File: src/common/fm_cfg.svh
`ifndef FM_CFG_SVH
`define FM_CFG_SVH

// Slot map, 4 operators x 8 channels
`define FM_SLOTS 32
`define FM_CHANNELS 8

// Host address map
`define FM_ADDR_KEYON 8'h08
`define FM_ADDR_CH_BASE 8'h20 // RL/FB/CON, KC, KF, PMS/AMS at 8-byte steps
`define FM_ADDR_OP_BASE 8'h40 // Six operator groups at 32-byte steps

`endif

File: src/common/fm_reg_pkg.sv
package fm_reg_pkg;

	// Data byte layouts, one per field group
	typedef struct packed { logic [1:0] rl; logic [2:0] fb; logic [2:0] con; } rl_fb_con_t;
	typedef struct packed { logic pad; logic [6:0] kc; } kc_t;
	typedef struct packed { logic [5:0] kf; logic [1:0] pad; } kf_t;
	typedef struct packed {
		logic       pad_hi;
		logic [2:0] pms;
		logic [1:0] pad_lo;
		logic [1:0] ams;
	} pms_ams_t;
	typedef struct packed { logic pad; logic [2:0] dt1; logic [3:0] mul; } dt1_mul_t;
	typedef struct packed { logic pad; logic [6:0] tl; } tl_t;
	typedef struct packed { logic [1:0] ks; logic pad; logic [4:0] ar; } ks_ar_t;
	typedef struct packed { logic amsen; logic [1:0] pad; logic [4:0] d1r; } amsen_d1r_t;
	typedef struct packed { logic [1:0] dt2; logic pad; logic [4:0] d2r; } dt2_d2r_t;
	typedef struct packed { logic [3:0] d1l; logic [3:0] rr; } d1l_rr_t;
	typedef struct packed { logic pad; logic [3:0] opmask; logic [2:0] ch; } keyon_t;

	// Same byte seen through the group selected by the address
	typedef union packed {
		rl_fb_con_t rl_fb_con;
		kc_t        kc;
		kf_t        kf;
		pms_ams_t   pms_ams;
		dt1_mul_t   dt1_mul;
		tl_t        tl;
		ks_ar_t     ks_ar;
		amsen_d1r_t amsen_d1r;
		dt2_d2r_t   dt2_d2r;
		d1l_rr_t    d1l_rr;
		keyon_t     keyon;
	} reg_data_u;

	typedef enum logic [3:0] {
		GRP_RL_FB_CON,
		GRP_KC,
		GRP_KF,
		GRP_PMS_AMS,
		GRP_DT1_MUL,
		GRP_TL,
		GRP_KS_AR,
		GRP_AMSEN_D1R,
		GRP_DT2_D2R,
		GRP_D1L_RR,
		GRP_KEYON
	} reg_group_e;

	typedef struct packed {
		logic       valid;
		reg_group_e group;
		logic [1:0] op;
		logic [2:0] ch;
		reg_data_u  data;
	} reg_update_t;

endpackage

File: src/common/fm_voice_pkg.sv
package fm_voice_pkg;

	// Per operator, 42 bits
	typedef struct packed {
		logic [2:0] dt1;
		logic [3:0] mul;
		logic [6:0] tl;
		logic [1:0] ks;
		logic       amsen;
		logic [1:0] dt2;
		logic [3:0] d1l;
		logic [4:0] ar;
		logic [4:0] d1r;
		logic [4:0] d2r;
		logic [3:0] rr;
	} op_params_t;

	// Per channel, 26 bits
	typedef struct packed {
		logic [1:0] rl;
		logic [2:0] fb;
		logic [2:0] con;
		logic [6:0] kc;
		logic [5:0] kf;
		logic [1:0] ams;
		logic [2:0] pms;
	} ch_params_t;

	// Where the current operator takes its modulation input from
	typedef struct packed {
		logic use_prevprev1;
		logic use_internal_x;
		logic use_internal_y;
		logic use_prev2;
		logic use_prev1;
	} route_t;

	// Operator order M1, M2, C1, C2
	typedef struct packed {
		logic [1:0] op;
		logic [2:0] ch;
	} slot_t;

endpackage

File: src/regs/fm_keyon.sv
`timescale 1ns/1ps
`include "fm_cfg.svh"

module fm_keyon (
	input  logic                    clk,
	input  logic                    rst,
	input  fm_reg_pkg::reg_update_t req,
	input  logic                    busy,
	input  fm_voice_pkg::slot_t     slot,
	input  logic                    frame_start,
	input  logic                    csm,
	input  logic                    overflow_a,
	output logic                    keyon
);
	import fm_reg_pkg::*;

	logic [`FM_SLOTS-1:0] kon_q;
	logic                 csm_arm;   // Overflow seen, waiting for next round
	logic                 csm_force; // Forcing slots 1..31 of the current round
	logic                 arm_now;
	logic                 force_cur;
	logic                 kon_wr;

	assign arm_now = csm && overflow_a;
	assign kon_wr  = busy && (req.group == GRP_KEYON) && (slot.ch == req.ch);

	// Stored state, one slot at a time as the round passes the channel
	always_ff @(posedge clk) begin
		if (rst)
			kon_q <= '0;
		else if (kon_wr)
			kon_q[slot] <= req.data.keyon.opmask[slot.op];
	end

	always_ff @(posedge clk) begin
		if (rst) begin
			csm_arm   <= 1'b0;
			csm_force <= 1'b0;
		end else if (frame_start) begin
			csm_force <= csm_arm;
			csm_arm   <= arm_now; // Late pulse waits for the round after
		end else begin
			csm_arm   <= csm_arm || arm_now;
		end
	end

	// Slot 0 of the forced round still sees the armed flag
	assign force_cur = frame_start ? csm_arm : csm_force;
	assign keyon     = force_cur || kon_q[slot];

endmodule

File: src/design/fm_alg_route.sv
`timescale 1ns/1ps

module fm_alg_route (
	input  logic [2:0]           con,
	input  logic [1:0]           cur_op,
	output fm_voice_pkg::route_t route
);

	logic [7:0] alg; // One-hot connection

	assign alg = 8'd1 << con;

	always_comb begin
		route = '0;
		case (cur_op)
			2'd0: begin // M1 always takes its own feedback
				route.use_prevprev1 = 1'b1;
				route.use_prev1     = 1'b1;
			end
			2'd1: begin // M2
				route.use_prevprev1 = alg[5];
				route.use_prev2     = |alg[2:0];
				route.use_prev1     = alg[1];
			end
			2'd2: begin // C1
				route.use_prev1 = |{alg[6:3], alg[0]};
			end
			default: begin // C2
				route.use_internal_x = alg[2];
				route.use_internal_y = |{alg[4:3], alg[1:0]};
				route.use_prev2      = alg[3];
				route.use_prev1      = alg[5] | alg[2];
			end
		endcase
	end

endmodule

File: src/regs/fm_reg_decode.sv
`timescale 1ns/1ps
`include "fm_cfg.svh"

module fm_reg_decode (
	input  logic                     clk,
	input  logic                     rst,
	input  logic                     wr_addr,
	input  logic                     wr_data,
	input  logic [7:0]               din,
	input  logic                     busy,
	output fm_reg_pkg::reg_update_t  req
);
	import fm_reg_pkg::*;

	logic [7:0]  addr_q;
	logic        busy_d;
	logic [7:0]  ch_off;
	logic [7:0]  op_off;
	reg_data_u   din_u;
	reg_group_e  grp;
	logic        hit;
	reg_update_t next_req;

	assign din_u  = din;
	assign ch_off = addr_q - `FM_ADDR_CH_BASE;
	assign op_off = addr_q - `FM_ADDR_OP_BASE;

	always_comb begin
		grp = GRP_KEYON;
		hit = 1'b0;
		if (addr_q == `FM_ADDR_KEYON) begin
			hit = 1'b1;
		end else if (addr_q >= `FM_ADDR_OP_BASE) begin
			hit = 1'b1;
			case (op_off[7:5])
				3'd0:    grp = GRP_DT1_MUL;
				3'd1:    grp = GRP_TL;
				3'd2:    grp = GRP_KS_AR;
				3'd3:    grp = GRP_AMSEN_D1R;
				3'd4:    grp = GRP_DT2_D2R;
				default: grp = GRP_D1L_RR;
			endcase
		end else if (addr_q >= `FM_ADDR_CH_BASE) begin
			hit = 1'b1;
			case (ch_off[4:3])
				2'd0:    grp = GRP_RL_FB_CON;
				2'd1:    grp = GRP_KC;
				2'd2:    grp = GRP_KF;
				default: grp = GRP_PMS_AMS;
			endcase
		end

		next_req.valid = 1'b1;
		next_req.group = grp;
		next_req.op    = addr_q[4:3];
		next_req.ch    = (grp == GRP_KEYON) ? din_u.keyon.ch : addr_q[2:0];
		next_req.data  = din_u;
	end

	always_ff @(posedge clk) begin
		if (rst) begin
			addr_q <= '0;
			busy_d <= 1'b0;
			req    <= '0;
		end else begin
			busy_d <= busy;
			if (wr_addr)
				addr_q <= din;
			if (busy_d && !busy)
				req.valid <= 1'b0; // Round done
			else if (wr_data && !req.valid && !busy && hit)
				req <= next_req; // Strobes during a pending update are dropped
		end
	end

endmodule

File: src/regs/fm_reg_file.sv
`timescale 1ns/1ps
`include "fm_cfg.svh"

module fm_reg_file (
	input  logic                     clk,
	input  logic                     rst,
	input  fm_reg_pkg::reg_update_t  req,
	input  logic                     csm,
	input  logic                     overflow_a,
	output logic                     busy,
	output fm_voice_pkg::slot_t      slot,
	output logic                     frame_start,
	output fm_voice_pkg::op_params_t op_params,
	output fm_voice_pkg::ch_params_t ch_params,
	output logic                     keyon,
	output fm_voice_pkg::route_t     route
);
	import fm_reg_pkg::*;
	import fm_voice_pkg::*;

	slot_t      slot_q;
	slot_t      next_slot;
	logic       last_slot;

	op_params_t op_mem [`FM_SLOTS];
	ch_params_t ch_mem [`FM_CHANNELS];
	op_params_t op_q;  // Contents of slot_q
	ch_params_t ch_q;
	op_params_t op_wr;
	ch_params_t ch_wr;
	logic       op_hit;
	logic       ch_hit;

	assign next_slot = slot_t'(slot_q + 5'd1);
	assign last_slot = slot_q == slot_t'(`FM_SLOTS - 1);

	always_ff @(posedge clk) begin
		if (rst) begin
			slot_q      <= '0;
			frame_start <= 1'b0;
			busy        <= 1'b0;
		end else begin
			slot_q      <= next_slot;
			frame_start <= next_slot == '0;
			if (last_slot)
				busy <= req.valid && !busy; // One full round per request
		end
	end

	assign op_hit = busy && (slot_q == {req.op, req.ch});
	assign ch_hit = busy && (slot_q.ch == req.ch);

	// Replace the requested group, keep the rest
	always_comb begin
		op_wr = op_q;
		ch_wr = ch_q;
		case (req.group)
			GRP_RL_FB_CON: begin
				ch_wr.rl  = req.data.rl_fb_con.rl;
				ch_wr.fb  = req.data.rl_fb_con.fb;
				ch_wr.con = req.data.rl_fb_con.con;
			end
			GRP_KC: ch_wr.kc = req.data.kc.kc;
			GRP_KF: ch_wr.kf = req.data.kf.kf;
			GRP_PMS_AMS: begin
				ch_wr.pms = req.data.pms_ams.pms;
				ch_wr.ams = req.data.pms_ams.ams;
			end
			GRP_DT1_MUL: begin
				op_wr.dt1 = req.data.dt1_mul.dt1;
				op_wr.mul = req.data.dt1_mul.mul;
			end
			GRP_TL: op_wr.tl = req.data.tl.tl;
			GRP_KS_AR: begin
				op_wr.ks = req.data.ks_ar.ks;
				op_wr.ar = req.data.ks_ar.ar;
			end
			GRP_AMSEN_D1R: begin
				op_wr.amsen = req.data.amsen_d1r.amsen;
				op_wr.d1r   = req.data.amsen_d1r.d1r;
			end
			GRP_DT2_D2R: begin
				op_wr.dt2 = req.data.dt2_d2r.dt2;
				op_wr.d2r = req.data.dt2_d2r.d2r;
			end
			GRP_D1L_RR: begin
				op_wr.d1l = req.data.d1l_rr.d1l;
				op_wr.rr  = req.data.d1l_rr.rr;
			end
			default: ; // Key-on lives in fm_keyon
		endcase
	end

	// Read one slot ahead so data lines up with slot_q
	always_ff @(posedge clk) begin
		op_q <= op_mem[next_slot];
		if (op_hit)
			op_mem[slot_q] <= op_wr;
	end

	// next_slot.ch never equals slot_q.ch, no read/write clash
	always_ff @(posedge clk) begin
		ch_q <= ch_mem[next_slot.ch];
		if (ch_hit)
			ch_mem[slot_q.ch] <= ch_wr;
	end

	assign slot      = slot_q;
	assign op_params = op_q;
	assign ch_params = ch_q;

	fm_keyon u_keyon (
		.clk         (clk),
		.rst         (rst),
		.req         (req),
		.busy        (busy),
		.slot        (slot_q),
		.frame_start (frame_start),
		.csm         (csm),
		.overflow_a  (overflow_a),
		.keyon       (keyon)
	);

	fm_alg_route u_alg_route (
		.con    (ch_q.con),
		.cur_op (slot_q.op),
		.route  (route)
	);

endmodule

File: src/design/fm_reg_top.sv
`timescale 1ns/1ps

module fm_reg_top (
	input  logic                     clk,
	input  logic                     rst,
	input  logic                     wr_addr,
	input  logic                     wr_data,
	input  logic [7:0]               din,
	input  logic                     csm,
	input  logic                     overflow_a,
	output logic                     busy,
	output fm_voice_pkg::slot_t      slot,
	output logic                     frame_start,
	output fm_voice_pkg::op_params_t op_params,
	output fm_voice_pkg::ch_params_t ch_params,
	output logic                     keyon,
	output fm_voice_pkg::route_t     route
);
	import fm_reg_pkg::*;

	reg_update_t req; // Pending host update

	fm_reg_decode u_decode (
		.clk     (clk),
		.rst     (rst),
		.wr_addr (wr_addr),
		.wr_data (wr_data),
		.din     (din),
		.busy    (busy),
		.req     (req)
	);

	fm_reg_file u_reg_file (
		.clk         (clk),
		.rst         (rst),
		.req         (req),
		.csm         (csm),
		.overflow_a  (overflow_a),
		.busy        (busy),
		.slot        (slot),
		.frame_start (frame_start),
		.op_params   (op_params),
		.ch_params   (ch_params),
		.keyon       (keyon),
		.route       (route)
	);

endmodule

File: config.mk
export PLATFORM = sky130hd
export DESIGN_NAME = fm_reg_top
export DESIGN_NICKNAME = d
export VERILOG_FILES = /design/src/common/fm_reg_pkg.sv /design/src/common/fm_voice_pkg.sv /design/src/regs/fm_keyon.sv /design/src/design/fm_alg_route.sv /design/src/regs/fm_reg_decode.sv /design/src/regs/fm_reg_file.sv /design/src/design/fm_reg_top.sv
export VERILOG_INCLUDE_DIRS = /design/src /design/src/common
export SDC_FILE = /design/constraint.sdc
export NUM_CORES = 2
export LEC_CHECK = 0
export BUFFER_PORTS_ARGS = -buffer_cell sky130_fd_sc_hd__buf_4
export CAP_MARGIN = 20
export CORE_MARGIN = 1
export CORE_UTILIZATION = 47
export CTS_BUF_LIST = sky130_fd_sc_hd__clkbuf_2
export CTS_CLUSTER_DIAMETER = 80
export DETAILED_ROUTE_END_ITERATION = 12
export PLACE_DENSITY = 0.65
export SLEW_MARGIN = 25
export SYNTH_ARGS = -nofsm -noshare
export SYNTH_HDL_FRONTEND = slang
export SYNTH_SLANG_ARGS = --single-unit
File: constraint.sdc
create_clock -name clk -period 6.1 [get_ports clk]
set_input_delay 0.305 -clock clk [delete_from_list [all_inputs] [get_ports clk]]
set_output_delay 0.305 -clock clk [all_outputs]
set_load 0.02 [all_outputs]
### After elaboration in Yosys (flattened, before gate mapping)

Memories as Yosys holds them, arrays and structs flattened. A register that Yosys moved wholly into a read port is not among the register bits.
Index checks and enable logic that the tools add are counted.

| storage, ports and cells | value |
|---|---|
| RAM bits | 1552 |
| register bits | 68 |
| latch bits | 0 |
| logic and storage cells | 117 |
| bits in read-only memories | 0 |
| memories | 2 |

Memories:

| memory | depth | bits a word | read ports | clocked after Yosys merged registers in | wr ports | line | source |
|---|---|---|---|---|---|---|---|
| u_reg_file.op_mem | 32 | 42 | 1 | 1 | 1 | fm_reg_file.sv:25 | `` op_params_t op_mem [`FM_SLOTS]; `` |
| u_reg_file.ch_mem | 8 | 26 | 1 | 1 | 1 | fm_reg_file.sv:26 | `` ch_params_t ch_mem [`FM_CHANNELS]; `` |

| cells by class | value |
|---|---|
| $mul | 0 |
| shifts and indexed selects | 1 |
| divide/modulo/power cells | 0 |
| bitwise gates (word level) | 2 |
| mux-type cells | 40 |
| reductions and logical operators | 27 |
| add/sub/neg operators | 3 |
| $lt $le $gt $ge | 5 |
| equal/unequal tests | 23 |

Operators with widths:

| operator | number |
|---|---|
| $bwmux 32 | 1 |
| $mux 7 | 3 |
| $mux 4 | 5 |
| $mux 5 | 4 |
| $pmux 4 s5 | 1 |
| $eq 4x3->1 const B | 4 |
| $eq 4x4->1 const B | 4 |
| $mux 1 | 13 |
| $logic_and 1x1->1 | 11 |
| $eq 4x2->1 const B | 2 |
| $eq 8x4->1 const B | 1 |
| $ge 8x6->1 const B | 1 |
| $ge 8x7->1 const B | 1 |
| $mux 8 | 1 |
| $sub 8x7->8 const B | 1 |
| $shl 1x3->7 const A | 1 |
| $eq 3x2->1 const B | 2 |
| $lt 5x6->1 const B | 1 |
| $mux 2 | 3 |
| $mux 6 | 1 |
| $pmux 2 s3 | 1 |
| $reduce_or 3->1 | 2 |
| $add 5x1->5 const B | 1 |
| $bmux 1 s5 | 1 |
| other kinds (28) | 35 |

### Longest topological paths before layout

| depth | value |
|---|---|
| depth in word-level cells | 8 |
| depth in mapped cells | 13 |

### Cells and area by module

From an unflattened synthesis, not the netlist that was laid out.

| unflattened totals | value |
|---|---|
| cell total of the unflattened synthesis | 3119 |
| area total of the unflattened synthesis | 65462.8 um^2 |

By module, submodules not included:

| module | cells an instance | instances | area an instance (um^2) |
|---|---|---|---|
| fm_reg_file | 2754 | 1 | 62238.4 |
| fm_keyon | 214 | 1 | 1866.8 |
| fm_reg_decode | 134 | 1 | 1243.7 |
| fm_alg_route | 17 | 1 | 113.9 |

### Worst setup path after synthesis

No wires, ideal clock.

| timing | value |
|---|---|
| path kind | register to register |
| start point | register u_reg_file.slot_q, in the netlist u_reg_file.slot[0] |
| end point | memory u_reg_file.op_mem[21][0] in the netlist's numbering (enable) |
| arrival time | 4.613 ns |
| stages on the path, launching flop included | 8 |
| buffers on the path | 2 |
| setup slack | 0.994 ns |
| cell sequence | dfxtp_1 > buf_6 > buf_6 > xnor2_2 > nand4_4 > nor3_4 > nand2_1 > nor3_1 |

| between the ends | value |
|---|---|
| longest elaborated chain between the ends | 4 |

Ends and longest elaborated chain:

| element | line | source |
|---|---|---|
| start: declaration | fm_reg_file.sv:21 | `slot_t slot_q;` |
| start signal: assignment | fm_reg_file.sv:43 | `slot_q <= next_slot;` |
| $eq 5x5->1 | fm_reg_file.sv:50 | `assign op_hit = busy && (slot_q == {req.op, req.ch});` |
| $logic_and 1x1->1 | fm_reg_file.sv:50 |  |
| $mux 1 | fm_reg_file.sv:97 | `if (op_hit)` |
| $mux 1 (not written as such) | fm_reg_file.sv:98 | `op_mem[slot_q] <= op_wr;` |
| end: declaration | fm_reg_file.sv:25 |  |

Parallel ways exist; a longest one is shown, timed or not.

### Worst setup path after layout

| timing | value |
|---|---|
| start point | register u_reg_file.slot_q, in the netlist u_reg_file.slot[0] |
| end point | output keyon |

| between the ends | value |
|---|---|
| longest elaborated chain between the ends | 3 |

Ends and longest elaborated chain:

| element | line | source |
|---|---|---|
| $bmux 1 s5 | fm_keyon.sv:49 | `assign keyon = force_cur \|\| kon_q[slot];` |
| $mux 1 (not written as such) | fm_keyon.sv:49 |  |
| $logic_or 1x1->1 | fm_keyon.sv:49 |  |
| end: declaration | fm_reg_top.sv:16 | `output logic keyon,` |

Every way passes these cells. The select of a mux whose other input is x is not followed.

==> results.md <==
- Mapped Nets: 2999
- DR DRC count: 0
- Hold WC Path Type: in2reg
- Crit end category: output pin
- Synth Area in Compound Gates: 1.10%
- Synth cell types: 56
- Fmax: 240 MHz
- Count of port buffers added during placement: 94
- First-pass GRT wire length: 232 mm
- WP buf/inv: 1
- Pwr Density: 318 mW/mm^2
- Synthesized instance count: 2978
- Fin Clk Skew: 0.193 ns
- GRT Util Overall: 23.0%
- Unrepaired setup endpoints after global routing: no
- CTS buffer count: 417
- Mapped Area: 0.0650 sq mm
- Worst-path cell chain: mux4_2 -> nor2b_1 -> o41a_1 -> buf_4
- Drt wl/cell: 28.5 microns
- Arr. time, crit path: 3.87 ns
- Delay-heaviest family, CP: flip-flops
- Crit start category: register
- Vias: 32700
- Fin crit period: 4.18 ns
- # nets final: 3496
- Initial Util: 47.4%
- Fin util: 53.0%
- Largest net degree at the start of global routing: 118
- Core footprint: 0.137 sq mm
- Main combinational cell family by area after synthesis: multiplexers
- Max Slew Vio Count: 0
- Vias in the first global route: 34500
- Worst skew pair latency: 1.75 ns
- Crit path required time: 5.79 ns
- Final Hold Fails: 0
- Die width: 374 microns
- Clock Sinks: 1688
- Most frequent cells in the layout: edfxtp_1 (1552), clkbuf_2 (610), mux4_2 (395)
- Layout area overhead: 11.8%
- Post-CTS Setup Bufs: 0
- Fin worst setup slack: 1.92 ns
- Setup TNS: 0 ns
- Via density per instance: 5.83
- Final HPWL DP: 86.3 mm
- Total gr overflow: 0
- Async SR Flop Fraction: 0%
- Post-synthesis xor/xnor area fraction: 0.131%
- Hold Slack: 0.282 ns
- Post-synthesis simple-gate area fraction: 2.11%
- Routed Antenna Nets: 0
- Max H-tree Level: 5
- Top_reg_cell synth: edfxtp_1
- Seq/Total Area, Yosys: 75.8%
- Slew margin rel.: 25.6%
- Status: complete, no violations
- Least-Margin Pin Slew: 1.12 ns
- Root buf cell: clkbuf_2
- Gp weighted congestion: 0.793
- #FFs+latches synth: 1688
- Peak VDD IR: 0.196 mV
- Slowest stage delay, CP: 0.82 ns
- Initial antenna violation count: 8
- Clock buffer depth: 4
- First-pass DRT Iterations: 5
- Max_cap viols: 0
- Final worst-path cycle share: 68.4%
- Slowest CP cell: dfxtp_4
- Die ar.: 0.140 sq mm
- DR iter-0 viols: 3376
- Die height: 374 microns
- Commonest non-fill, non-tap cell in the layout: edfxtp_1
- Clk slew on worst S/H paths: 0.11 ns
- IO Count: 95
- Pre-CTS setup slack: 2.09 ns
- Synth Warn #: 0
- Leak: 23.7 nW
- Mapped Avg Cell Area: 21.8 sq um
- Adder-cell share of the synthesized area: 0.135%
- Overall routed net length: 160 mm
- CTS tree: done
- Post-synthesis mux area share: 19.1%
- Layout cell share with drive strength beyond 1: 41.0%
- Critical setup path kind: reg2out
- # rows: 136
- # setup viols final: 0
- Post-synth EDFFs: 1552
- Critical path peak fanout: 34
[state kept, by name, summed over array words and instances (netlist names), 5 cells and up]
| register | flops |
|---|---|
| u_decode.addr_q | 8 |
| u_reg_file.op_params | 42 |
| u_reg_file.slot | 5 |
| u_reg_file.op_mem | 1344 |
| u_decode.req | 18 |
| u_reg_file.ch_params | 26 |
| u_reg_file.ch_mem | 208 |
| u_reg_file.u_keyon.kon_q | 32 |
[report_power, final]
group	switching, W	internal (W)	total, W
registers	0.000149	0.0132	0.0134
logic	0.00145	0.000990	0.00244
clock network	0.00442	0.00293	0.00735
total	0.00602	0.0171	0.0231
[final timing paths]
check,startpoint,end,slack (ns),cells after the start
min reg2reg,u_decode.busy_d$_SDFF_PP0_,u_decode.req[17]$_SDFFE_PP0P_,0.48,1
min,din[2],u_decode.req[10]$_SDFFE_PP0P_,0.28,5
max reg2reg,u_reg_file.slot[0]$_SDFF_PP0_,u_reg_file.op_mem[5][24]$_DFFE_PP_,2.07,6
max,u_reg_file.slot[0]$_SDFF_PP0_,keyon,1.92,4
[final cells by class]
cell class | instances | area, sq um
diodes | 10 | 25.0
multi-input cells | 1113 | 15000
fillers | 10600 | 64600
repair buffers | 243 | 2290
clock buffers | 610 | 3050
clock inverters | 133 | 684
flip-flops and latches | 1688 | 49300
well taps | 1794 | 2240
inverters | 12 | 45.0
[cells by family (layout without fill, tap and decap cells)]
kind of cell,Yosys count,after routing
AND/OR/NAND/NOR,270,270
multiplexers,717,717
other,0,10
XOR/XNOR,8,8
flip-flops,1688,1688
buffers and inverters,177,998
adder cells (fa/ha/maj),7,7
AO/OA/AOI/OAI,111,111
[layer usage]
layer | track usage, % | vias to the layer above | part of all wire, %
met4 | 8.11 | 0 | 2.5
met2 | 37.4 | 1522 | 49
li1 | - | 13600 | -
met1 | 30.5 | 17200 | 40
met5 | 0 | - | 0
met3 | 5.55 | 288 | 8.5
[through the flow]
stage / area (sq um) / total power (W) / std cells
floorplan: 65000 / 0.0152 / 2978
global placement: 68100 / 0.0159 / 4788
detailed placement: 68300 / 0.0160 / 4794
CTS: 72600 / 0.0234 / 5590
global route: 72700 / 0.0241 / 5602
finish: 72700 / 0.0231 / 5603
[worst reg2reg max path, cell delays in order (launching register included)]
cell     delay [ns]
dfxtp_4        0.82
xnor2_2        0.20
nand4_4        0.25
nor3_4         0.38
nand2_1        0.52
nor2_4         0.88
buf_4          0.56
[synth_stat cells (all sizes together) (20+ instances only)]
| library cell | instances | area [sq um] |
|---|---|---|
| dfxtp | 136 | 2720 |
| edfxtp | 1552 | 46600 |
| o22ai | 84 | 526 |
| buf | 97 | 703 |
| nor3 | 20 | 160 |
| nand2b | 43 | 269 |
| clkbuf | 68 | 255 |
| mux4 | 395 | 8900 |
| mux2i | 59 | 591 |
| nand2 | 47 | 176 |
| mux2 | 263 | 2960 |
| nor2 | 116 | 438 |
[timing repair]
action / CTS / global route
hold buffers: 53 / 0
gates resized for setup: 0 / 0
endpoints found under the hold margin: 68 / 0
Note: power is estimated with default switching activity, not from simulation.
